--- config.mk ---
export PLATFORM = sky130hd
export DESIGN_NAME = dispatcher_top
export DESIGN_NICKNAME = d
export VERILOG_FILES = /design/src/logic/dispatcher_pkg.sv /design/src/logic/batch_walker.sv /design/src/logic/dispatch_ctrl.sv /design/src/logic/dispatcher_top.sv /design/src/logic/stage_read_port.sv /design/src/logic/tile_write_port.sv
export VERILOG_INCLUDE_DIRS = /design/src /design/src/include
export SDC_FILE = /design/constraint.sdc
export NUM_CORES = 1
export LEC_CHECK = 0
export ABC_AREA = 1
export BUFFER_PORTS_ARGS = -buffer_cell sky130_fd_sc_hd__buf_2
export CAP_MARGIN = 20
export CORE_AREA = 2 2 457 459
export CTS_CLUSTER_SIZE = 20
export DETAILED_ROUTE_END_ITERATION = 7
export DIE_AREA = 0 0 459 461
export GPL_TIMING_DRIVEN = 0
export PLACE_DENSITY = 0.3
export SETUP_SLACK_MARGIN = 0.5
export SLEW_MARGIN = 20
export SYNTH_ARGS = -nofsm -noshare
export SYNTH_HDL_FRONTEND = slang
export SYNTH_SLANG_ARGS = --single-unit
export TNS_END_PERCENT = 5
--- constraint.sdc ---
create_clock -name i_clk -period 30.7 [get_ports i_clk]
set_clock_uncertainty 0.05 [all_clocks]
set_input_delay 6.14 -clock i_clk [delete_from_list [all_inputs] [get_ports i_clk]]
set_output_delay 6.14 -clock i_clk [all_outputs]
set_load 0.02 [all_outputs]
--- src/include/dispatcher_settings.svh ---
/*
 * Dispatcher sizing
 * Widths and limits shared by the staging-RAM to tile-RAM copy engine
 * and its testbench
 */
`ifndef DISPATCHER_SETTINGS_SVH
`define DISPATCHER_SETTINGS_SVH

// Line payload, one mantissa block plus its shared exponent
`define DISP_MAN_W          256
`define DISP_EXP_W          8

// Address width of both the staging RAM and each tile RAM (512 deep)
`define DISP_ADDR_W         9

// Tile columns in one row
`define DISP_COLS           24

// Vector count and batch size fields
`define DISP_CNT_W          8
// Line counter within a batch, holds up to 255 vectors of 4 lines
`define DISP_LINE_W         10
`define DISP_LINES_PER_VEC  4

`endif

--- src/logic/dispatcher_pkg.sv ---
/*
 * Dispatcher types
 * Packed structs for RAM lines, the copy command, the captured
 * configuration, one copy step and the RAM read/write requests
 */
`default_nettype none

`include "dispatcher_settings.svh"

package dispatcher_pkg;

    // One RAM line, mantissa and exponent move as a unit
    typedef struct packed {
        logic [`DISP_MAN_W-1:0]  man;
        logic [`DISP_EXP_W-1:0]  exp;
    } line_word_t;

    // Command as presented by the master
    typedef struct packed {
        logic [`DISP_ADDR_W-1:0] tile_addr;
        logic [`DISP_CNT_W-1:0]  nv_cnt;
        logic [`DISP_CNT_W-1:0]  vec_size;
        logic [`DISP_COLS-1:0]   col_en;
        logic                    right;
        logic                    broadcast;
    } disp_cmd_t;

    // Captured command with derived counts
    typedef struct packed {
        logic [`DISP_ADDR_W-1:0] tile_addr;
        logic [`DISP_LINE_W-1:0] batch_lines;
        logic [`DISP_CNT_W-1:0]  total_batches;
        logic [`DISP_COLS-1:0]   col_en;
        logic                    right;
        logic                    broadcast;
    } disp_cfg_t;

    // One line to copy
    typedef struct packed {
        logic                    valid;
        logic [`DISP_ADDR_W-1:0] src_addr;
        logic [`DISP_ADDR_W-1:0] dst_addr;
        logic [`DISP_COLS-1:0]   col_mask;
        logic                    right;
    } line_step_t;

    typedef struct packed {
        logic                    en;
        logic [`DISP_ADDR_W-1:0] addr;
    } ram_rd_t;

    typedef struct packed {
        logic                    en;
        logic [`DISP_ADDR_W-1:0] addr;
        line_word_t              word;
    } tile_wr_t;

endpackage

`default_nettype wire

--- src/logic/batch_walker.sv ---
/*
 * Batch walker
 * Emits one copy step per cycle with source and destination addresses
 * and the tile column mask, batch by batch, in broadcast or distribute
 * order
 */
`timescale 1ns/1ps
`default_nettype none

`include "dispatcher_settings.svh"

module batch_walker (
    input  wire                        i_clk,
    input  wire                        i_reset_n,
    input  wire                        i_start,
    input  wire dispatcher_pkg::disp_cfg_t i_cfg,
    output dispatcher_pkg::line_step_t o_step,
    output logic                       o_walk_done
);
    localparam int col_w = $clog2(`DISP_COLS);
    localparam logic [`DISP_COLS-1:0] one_col = 1;

    logic                    active;
    logic [`DISP_LINE_W-1:0] line_cnt;
    logic [`DISP_CNT_W-1:0]  batch_cnt;
    logic [`DISP_ADDR_W-1:0] src_base;
    logic [`DISP_ADDR_W-1:0] dst_off;
    logic [col_w-1:0]        cur_col;
    logic [col_w-1:0]        low_col;
    logic [col_w-1:0]        up_col;
    logic                    found_up;
    logic                    last_line;
    logic                    last_batch;
    logic [`DISP_ADDR_W-1:0] batch_step;
    logic [`DISP_ADDR_W-1:0] line_addr;

    assign last_line  = (line_cnt == i_cfg.batch_lines - 1'b1);
    assign last_batch = (batch_cnt == i_cfg.total_batches - 1'b1);
    // Offsets wrap at the RAM depth
    assign batch_step = i_cfg.batch_lines[`DISP_ADDR_W-1:0];
    assign line_addr  = line_cnt[`DISP_ADDR_W-1:0];

    // Lowest enabled column, and the nearest enabled one above cur_col
    always_comb begin
        low_col  = '0;
        up_col   = '0;
        found_up = 1'b0;
        // Scan downward so the last hit is the lowest
        for (int i = `DISP_COLS - 1; i >= 0; i--) begin
            if (i_cfg.col_en[i]) begin
                low_col = col_w'(i);
                if (i > int'(cur_col)) begin
                    up_col   = col_w'(i);
                    found_up = 1'b1;
                end
            end
        end
    end

    // ==========================================================
    // Line, batch and column counters
    // ==========================================================
    always_ff @(posedge i_clk) begin
        if (!i_reset_n) begin
            active    <= 1'b0;
            line_cnt  <= '0;
            batch_cnt <= '0;
            src_base  <= '0;
            dst_off   <= '0;
            cur_col   <= '0;
        end else if (i_start) begin
            active    <= (i_cfg.total_batches != '0);
            line_cnt  <= '0;
            batch_cnt <= '0;
            src_base  <= '0;
            dst_off   <= '0;
            cur_col   <= low_col;
        end else if (active) begin
            if (last_line) begin
                line_cnt  <= '0;
                batch_cnt <= batch_cnt + 1'b1;
                src_base  <= src_base + batch_step;
                if (last_batch) active <= 1'b0;
                if (i_cfg.broadcast) begin
                    dst_off <= dst_off + batch_step;
                end else begin
                    cur_col <= found_up ? up_col : low_col;
                    // Every enabled column has had this offset
                    if (!found_up) dst_off <= dst_off + batch_step;
                end
            end else begin
                line_cnt <= line_cnt + 1'b1;
            end
        end
    end

    always_comb begin
        o_step = '0;
        if (active) begin
            o_step.valid    = 1'b1;
            o_step.src_addr = src_base + line_addr;
            o_step.dst_addr = i_cfg.tile_addr + dst_off + line_addr;
            o_step.col_mask = i_cfg.broadcast ? i_cfg.col_en
                                              : (i_cfg.col_en & (one_col << cur_col));
            o_step.right    = i_cfg.right;
        end
    end

    // Final step, or straight away when there is nothing to copy
    assign o_walk_done = (active && last_line && last_batch)
                       || (i_start && (i_cfg.total_batches == '0));

endmodule

`default_nettype wire

--- src/logic/dispatch_ctrl.sv ---
/*
 * Dispatch controller
 * Detects the rising edge of the enable, captures the command with its
 * derived batch counts, starts the walker and pulses done once the
 * last write has left the pipeline
 */
`timescale 1ns/1ps
`default_nettype none

`include "dispatcher_settings.svh"

module dispatch_ctrl (
    input  wire                        i_clk,
    input  wire                        i_reset_n,
    input  wire                        i_disp_en,
    input  wire dispatcher_pkg::disp_cmd_t i_cmd,
    input  wire                        i_walk_done,
    output dispatcher_pkg::disp_cfg_t  o_cfg,
    output logic                       o_start,
    output logic                       o_disp_done
);
    import dispatcher_pkg::*;

    typedef enum logic [1:0] {
        st_idle,
        st_busy,
        st_drain,
        st_done
    } state_t;

    state_t                  state;
    logic                    en_prev;
    logic                    trigger;
    logic                    start_r;
    disp_cfg_t               cfg_r;
    logic [`DISP_LINE_W-1:0] batch_lines;
    logic [`DISP_CNT_W-1:0]  total_batches;

    // Only a fresh rising edge while idle starts a transfer
    assign trigger = i_disp_en && !en_prev && (state == st_idle);

    // Four lines per vector
    assign batch_lines = `DISP_LINE_W'(i_cmd.vec_size) * `DISP_LINE_W'(`DISP_LINES_PER_VEC);
    // Zero batch size means nothing to copy
    assign total_batches = (i_cmd.vec_size == '0) ? '0 : i_cmd.nv_cnt / i_cmd.vec_size;

    // ==========================================================
    // State and edge detect
    // ==========================================================
    always_ff @(posedge i_clk) begin
        if (!i_reset_n) begin
            state   <= st_idle;
            en_prev <= 1'b0;
            start_r <= 1'b0;
        end else begin
            en_prev <= i_disp_en;
            start_r <= trigger;
            case (state)
                st_idle:  if (trigger) state <= st_busy;
                st_busy:  if (i_walk_done) state <= st_drain;
                // Last write still in flight behind the RAM latency
                st_drain: state <= st_done;
                default:  state <= st_idle;
            endcase
        end
    end

    // Command capture, held until the next trigger
    always_ff @(posedge i_clk) begin
        if (trigger) begin
            cfg_r.tile_addr     <= i_cmd.tile_addr;
            cfg_r.batch_lines   <= batch_lines;
            cfg_r.total_batches <= total_batches;
            cfg_r.col_en        <= i_cmd.col_en;
            cfg_r.right         <= i_cmd.right;
            cfg_r.broadcast     <= i_cmd.broadcast;
        end
    end

    assign o_cfg       = cfg_r;
    assign o_start     = start_r;
    assign o_disp_done = (state == st_done);

endmodule

`default_nettype wire

--- src/logic/dispatcher_top.sv ---
/*
 * Dispatcher
 * Copies batches of lines from the left or right staging RAM into the
 * tile RAMs of one row, broadcast to all enabled columns or spread
 * across them in turn
 */
`timescale 1ns/1ps
`default_nettype none

`include "dispatcher_settings.svh"

module dispatcher_top (
    input  wire                         i_clk,
    input  wire                         i_reset_n,
    input  wire                         i_disp_en,
    input  wire dispatcher_pkg::disp_cmd_t  i_cmd,
    input  wire dispatcher_pkg::line_word_t i_left_rd_data,
    input  wire dispatcher_pkg::line_word_t i_right_rd_data,
    output dispatcher_pkg::ram_rd_t     o_left_rd,
    output dispatcher_pkg::ram_rd_t     o_right_rd,
    output dispatcher_pkg::tile_wr_t    o_left_wr,
    output dispatcher_pkg::tile_wr_t    o_right_wr,
    output logic [`DISP_COLS-1:0]       o_tile_wr_en,
    output logic                        o_disp_done
);
    import dispatcher_pkg::*;

    disp_cfg_t  cfg;
    logic       start;
    logic       walk_done;
    line_step_t step;
    line_step_t step_d;

    // Command FSM
    dispatch_ctrl u_ctrl (
        .i_clk       (i_clk),
        .i_reset_n   (i_reset_n),
        .i_disp_en   (i_disp_en),
        .i_cmd       (i_cmd),
        .i_walk_done (walk_done),
        .o_cfg       (cfg),
        .o_start     (start),
        .o_disp_done (o_disp_done)
    );

    batch_walker u_walker (
        .i_clk       (i_clk),
        .i_reset_n   (i_reset_n),
        .i_start     (start),
        .i_cfg       (cfg),
        .o_step      (step),
        .o_walk_done (walk_done)
    );

    // Read then write, one cycle apart
    stage_read_port u_rd (
        .i_clk      (i_clk),
        .i_reset_n  (i_reset_n),
        .i_step     (step),
        .o_left_rd  (o_left_rd),
        .o_right_rd (o_right_rd),
        .o_step_d   (step_d)
    );

    tile_write_port u_wr (
        .i_step_d        (step_d),
        .i_left_rd_data  (i_left_rd_data),
        .i_right_rd_data (i_right_rd_data),
        .o_left_wr       (o_left_wr),
        .o_right_wr      (o_right_wr),
        .o_tile_wr_en    (o_tile_wr_en)
    );

endmodule

`default_nettype wire

--- src/logic/stage_read_port.sv ---
/*
 * Staging-RAM read port
 * Issues the read on the side chosen by the step and delays the step
 * by one cycle to meet the returning data
 */
`timescale 1ns/1ps
`default_nettype none

module stage_read_port (
    input  wire                         i_clk,
    input  wire                         i_reset_n,
    input  wire dispatcher_pkg::line_step_t i_step,
    output dispatcher_pkg::ram_rd_t     o_left_rd,
    output dispatcher_pkg::ram_rd_t     o_right_rd,
    output dispatcher_pkg::line_step_t  o_step_d
);

    // Unused side stays fully quiet
    always_comb begin
        o_left_rd  = '0;
        o_right_rd = '0;
        if (i_step.valid) begin
            if (i_step.right) begin
                o_right_rd.en   = 1'b1;
                o_right_rd.addr = i_step.src_addr;
            end else begin
                o_left_rd.en    = 1'b1;
                o_left_rd.addr  = i_step.src_addr;
            end
        end
    end

    // ==========================================================
    // One-cycle RAM latency match
    // ==========================================================
    always_ff @(posedge i_clk) begin
        if (!i_reset_n) begin
            o_step_d <= '0;
        end else begin
            o_step_d <= i_step;
        end
    end

endmodule

`default_nettype wire

--- src/logic/tile_write_port.sv ---
/*
 * Tile-RAM write port
 * Routes the returning line to the tile write port of the same side,
 * at the delayed destination address, with the column mask
 */
`timescale 1ns/1ps
`default_nettype none

`include "dispatcher_settings.svh"

module tile_write_port (
    input  wire dispatcher_pkg::line_step_t i_step_d,
    input  wire dispatcher_pkg::line_word_t i_left_rd_data,
    input  wire dispatcher_pkg::line_word_t i_right_rd_data,
    output dispatcher_pkg::tile_wr_t    o_left_wr,
    output dispatcher_pkg::tile_wr_t    o_right_wr,
    output logic [`DISP_COLS-1:0]       o_tile_wr_en
);
    import dispatcher_pkg::*;

    line_word_t rd_word;

    // Data comes back on the side that was read
    assign rd_word = i_step_d.right ? i_right_rd_data : i_left_rd_data;

    always_comb begin
        o_left_wr  = '0;
        o_right_wr = '0;
        if (i_step_d.valid) begin
            if (i_step_d.right) begin
                o_right_wr.en   = 1'b1;
                o_right_wr.addr = i_step_d.dst_addr;
                o_right_wr.word = rd_word;
            end else begin
                o_left_wr.en    = 1'b1;
                o_left_wr.addr  = i_step_d.dst_addr;
                o_left_wr.word  = rd_word;
            end
        end
    end

    // Mask is aligned with the write strobe
    assign o_tile_wr_en = i_step_d.valid ? i_step_d.col_mask : '0;

endmodule

`default_nettype wire

==> results.py <==
metrics = {
    "detailed_routing": {
        "drt_wl_total_um": 200000,
        "top_layer": "met5",
        "wl_met1_um": 79900,
        "drtIter0Drc": 1157,
        "dr_wl_met2_um": 88700,
        "drc": 0,
        "vias": 19500,
        "route.met3.wl_um": 22700,
        "first_pass_iters": 5,
        "ant_nets": 0,
        "wl_per_cell_um": 32.3,
        "viasPerCell": 3.14,
    },
    "global_route": {
        "antenna_found_initial": 146,
        "grt_pass1_wl_um": 238000,
        "grt_overflow": 0,
        "grt_max_degree": 23,
        "grt_pass1_vias": 18900,
        "grt_use_total": 0.181,
    },
    "floorplanning": {
        "core_area_um2": 206000,
        "dieHeight_um": 461,
        "io_pins": 1175,
        "dieArea_um2": 212000,
        "initial_core_util": 0.0630,
        "fp-row-count": 167,
        "die_width_um": 459,
    },
    "logic_synthesis": {
        "synthAdderAreaFrac": 0.0866,
        "yosysWarnings": 0,
        "synth-simple-area-share": 0.298,
        "seq_area_frac_synth": 0.236,
        "synth.area.mux_share": 0,
        "synth_compound_area_frac": 0.101,
        "synth_cells": 2272,
        "synth_xor_xnor_area_share": 0.0364,
        "ys_seq_elements": 128,
        "avgSynthCellArea_um2": 5.72,
        "synth_top_family_by_area": "simple AND/OR/NAND/NOR gates",
        "syn_area_um2": 13000,
        "ys_types": 58,
        "synth_fp_nets": 2938,
    },
    "timing": {
        "fmax_ghz": 0.0594,
        "timing.final.crit_share": 0.549,
        "rsz0062_at_grt": "false",
        "finalSetupTns_ns": 0,
        "min_period_ns": 16.84,
        "maxSlewViolCount": 0,
        "hold_viol": 0,
        "worst_slew_pin_slew_ns": 1.25,
        "slew-limit-headroom": 0.169,
        "setup_viol": 0,
    },
    "clocking": {
        "numCtsBuffers": 17,
        "holdBufCountCts": 0,
        "cts_htree_levels": 4,
        "cts_buffer_depth": 2,
        "cts.clk_slew.worst_paths_ns": 0.07,
        "cts-root-buf": "clkbuf_16",
        "cts-resized-gates": 0,
        "post-cts-setup-buffer-count": 0,
        "cts_tree": "built",
        "cts.sinks": 128,
        "clk-insertion-delay-late_ns": 0.44,
    },
    "setup_path": {
        "cp-start-kind": "input pin",
        "worstPathArrival_ns": 17.00,
        "crit_path_max_incr_delay_ns": 0.46,
        "cp_slowest_cell": "o21ai_1",
        "crit_type": "input pin to flop",
        "cp_max_fo": 10,
        "end_kind": "flop",
        "cp.required_ns": 30.85,
    },
    "placement": {
        "finalWeightedCongestion": 0.966,
        "port-buffer-count": 1173,
        "dp_hpwl_um": 187000,
        "place_area_um2": 22300,
    },
    "layout": {
        "area_growth_pct": 76.8,
        "fillers": 24600,
        "drive_gt1_frac": 0.367,
        "nNetsFinal": 4133,
        "seqCellArea_um2": 3070,
        "multi_input_area_um2": 6800,
        "fin_area_um2": 23000,
    },
    "flow_run": {
        "maxCapViolations": 0,
    },
    "power_and_ir_drop": {
        "leakage_nw": 14.2,
        "ir_drop_uv": 35.9,
        "powerDensity_nw_per_um2": 34.9,
    },
    "hold_path": {
        "hold_class": "flop to flop",
    },
    "run_status": {
        "status": "finished clean",
    },
}
## synth_stat cells, drive strengths merged
cell | n | area, um^2
a21oi | 75 | 394
clkbuf | 75 | 282
a221oi | 1 | 8.76
inv | 732 | 2750
a311oi | 1 | 8.76
nor3b | 1 | 7.51
o21bai | 8 | 60.1
o31a | 1 | 8.76
o221ai | 1 | 8.76
nand4 | 7 | 43.8
ha | 74 | 926
and3 | 3 | 18.8
or2 | 8 | 50.1
and2 | 3 | 18.8
nand3 | 32 | 160
clkinv | 5 | 20.0
nor2 | 672 | 2550
nand2 | 200 | 786
nor3 | 28 | 155
o211ai | 3 | 41.3
xnor2 | 16 | 140
fa | 10 | 200
nand3b | 2 | 15.0
o21a | 1 | 7.51
a21o | 3 | 22.5
edfxtp | 51 | 1530
o31ai | 7 | 67.6
a211oi | 14 | 105
o2111ai | 2 | 23.8
a211o | 1 | 8.76
buf | 12 | 87.6
dfxtp | 77 | 1540
a31oi | 9 | 56.3
o21ai | 90 | 480
nor4 | 7 | 65.1
a22oi | 1 | 7.51
xor2 | 38 | 333
a2111oi | 1 | 8.76
## state kept, by name (all words and copies together), names as in the netlist
register            cells
u_ctrl.o_cfg           51
u_rd.o_step_d          35
u_walker.line_cnt      10
u_walker.batch_cnt      8
u_walker.dst_off        7
u_walker.src_base       7
u_walker.cur_col        5
u_ctrl.state            2
u_ctrl.en_prev          1
u_ctrl.o_start          1
u_walker.active         1
## area by class of cell
type | instances | share of cell area
Sequential cell | 128 | 0.134
Clock buffer | 18 | 0.0187
Inverter | 737 | 0.120
Antenna cell | 27 | 0.00294
Tap cell | 2704 | 0.147
Timing Repair Buffer | 1176 | 0.259
Multi-Input combinational cell | 1320 | 0.296
Buffer | 87 | 0.0162
Clock inverter | 14 | 0.00631
## routing by layer
| metal | track usage | up-vias |
|---|---|---|
| li1 | - | 8958 |
| met1 | 0.208 | 9214 |
| met2 | 0.288 | 1025 |
| met3 | 0.0887 | 289 |
| met4 | 0.0630 | 30 |
| met5 | 0 | - |
## power breakdown
group	internal, W	total [W]	switching, W
clock network	0.000114	0.000205	0.0000909
logic	0.000110	0.000382	0.000272
registers	0.000200	0.000216	0.0000162
total	0.000424	0.000803	0.000379
## worst paths after layout
| path | start | end | cells past startpoint | slack (ns) |
|---|---|---|---|---|
| worst max register to register | u_ctrl.o_cfg[37] | u_walker.batch_cnt[7] | 15 | 27.55 |
| worst min-delay path | u_walker.src_base[8] | u_walker.src_base[8] | 1 | 0.42 |
| worst min register to register | u_walker.src_base[8] | u_walker.src_base[8] | 1 | 0.42 |
| worst max-delay path | i_cmd[26] | u_ctrl.o_cfg[26] | 64 | 13.86 |
## through the flow
stage / total power (W) / setup slack, ns / std cells / hold WS, ns / util
after CTS: 0.000816 / 13.78 / 6184 / 0.425 / 0.111
after floorplan: 0.000402 / 15.50 / 2272 / 0.392 / -
final: 0.000803 / 13.86 / 6211 / 0.422 / 0.111
after detailed placement: 0.000604 / 13.33 / 6152 / 0.409 / 0.108
after global placement: 0.000603 / 13.35 / 6149 / 0.402 / 0.108
after global routing: 0.000853 / 12.47 / 6191 / 0.477 / 0.111
## cell usage in the layout, fill, tap and decap left out, types with 9 or more instances in the layout
cell          n
buf_2      1177
inv_1       727
ha_1         74
o21ai_0      70
a211oi_1     14
xor2_1       38
o21ai_1      12
nor3_1       25
xnor2_1      16
diode_2      27
fa_1         10
nand2_1     190
clkbuf_16    17
edfxtp_1     51
a21oi_1      72
nand3_1      32
nor2_1      662
clkbuf_1     73
a31oi_1       9
dfxtp_1      77
## critical path, delay by kind of cell
| family | cells | cell delay, ns |
|---|---|---|
| buffers and inverters | 14 | 1.78 |
| adders and majority gates | 8 | 2.58 |
| AOI/OAI and AO/OA | 26 | 4.60 |
| and+or+nand+nor | 16 | 1.83 |
## cell families (layout without fill, tap and decap cells)
| group | count (synthesis) | in the layout |
|---|---|---|
| AOI/OAI and AO/OA | 219 | 219 |
| xor gates and xnor gates | 54 | 54 |
| adders and majority gates | 84 | 84 |
| buffers and inverters | 824 | 2032 |
| DFF | 128 | 128 |
| other | 0 | 27 |
| and+or+nand+nor | 963 | 963 |
(Power assumes the default switching activity.)
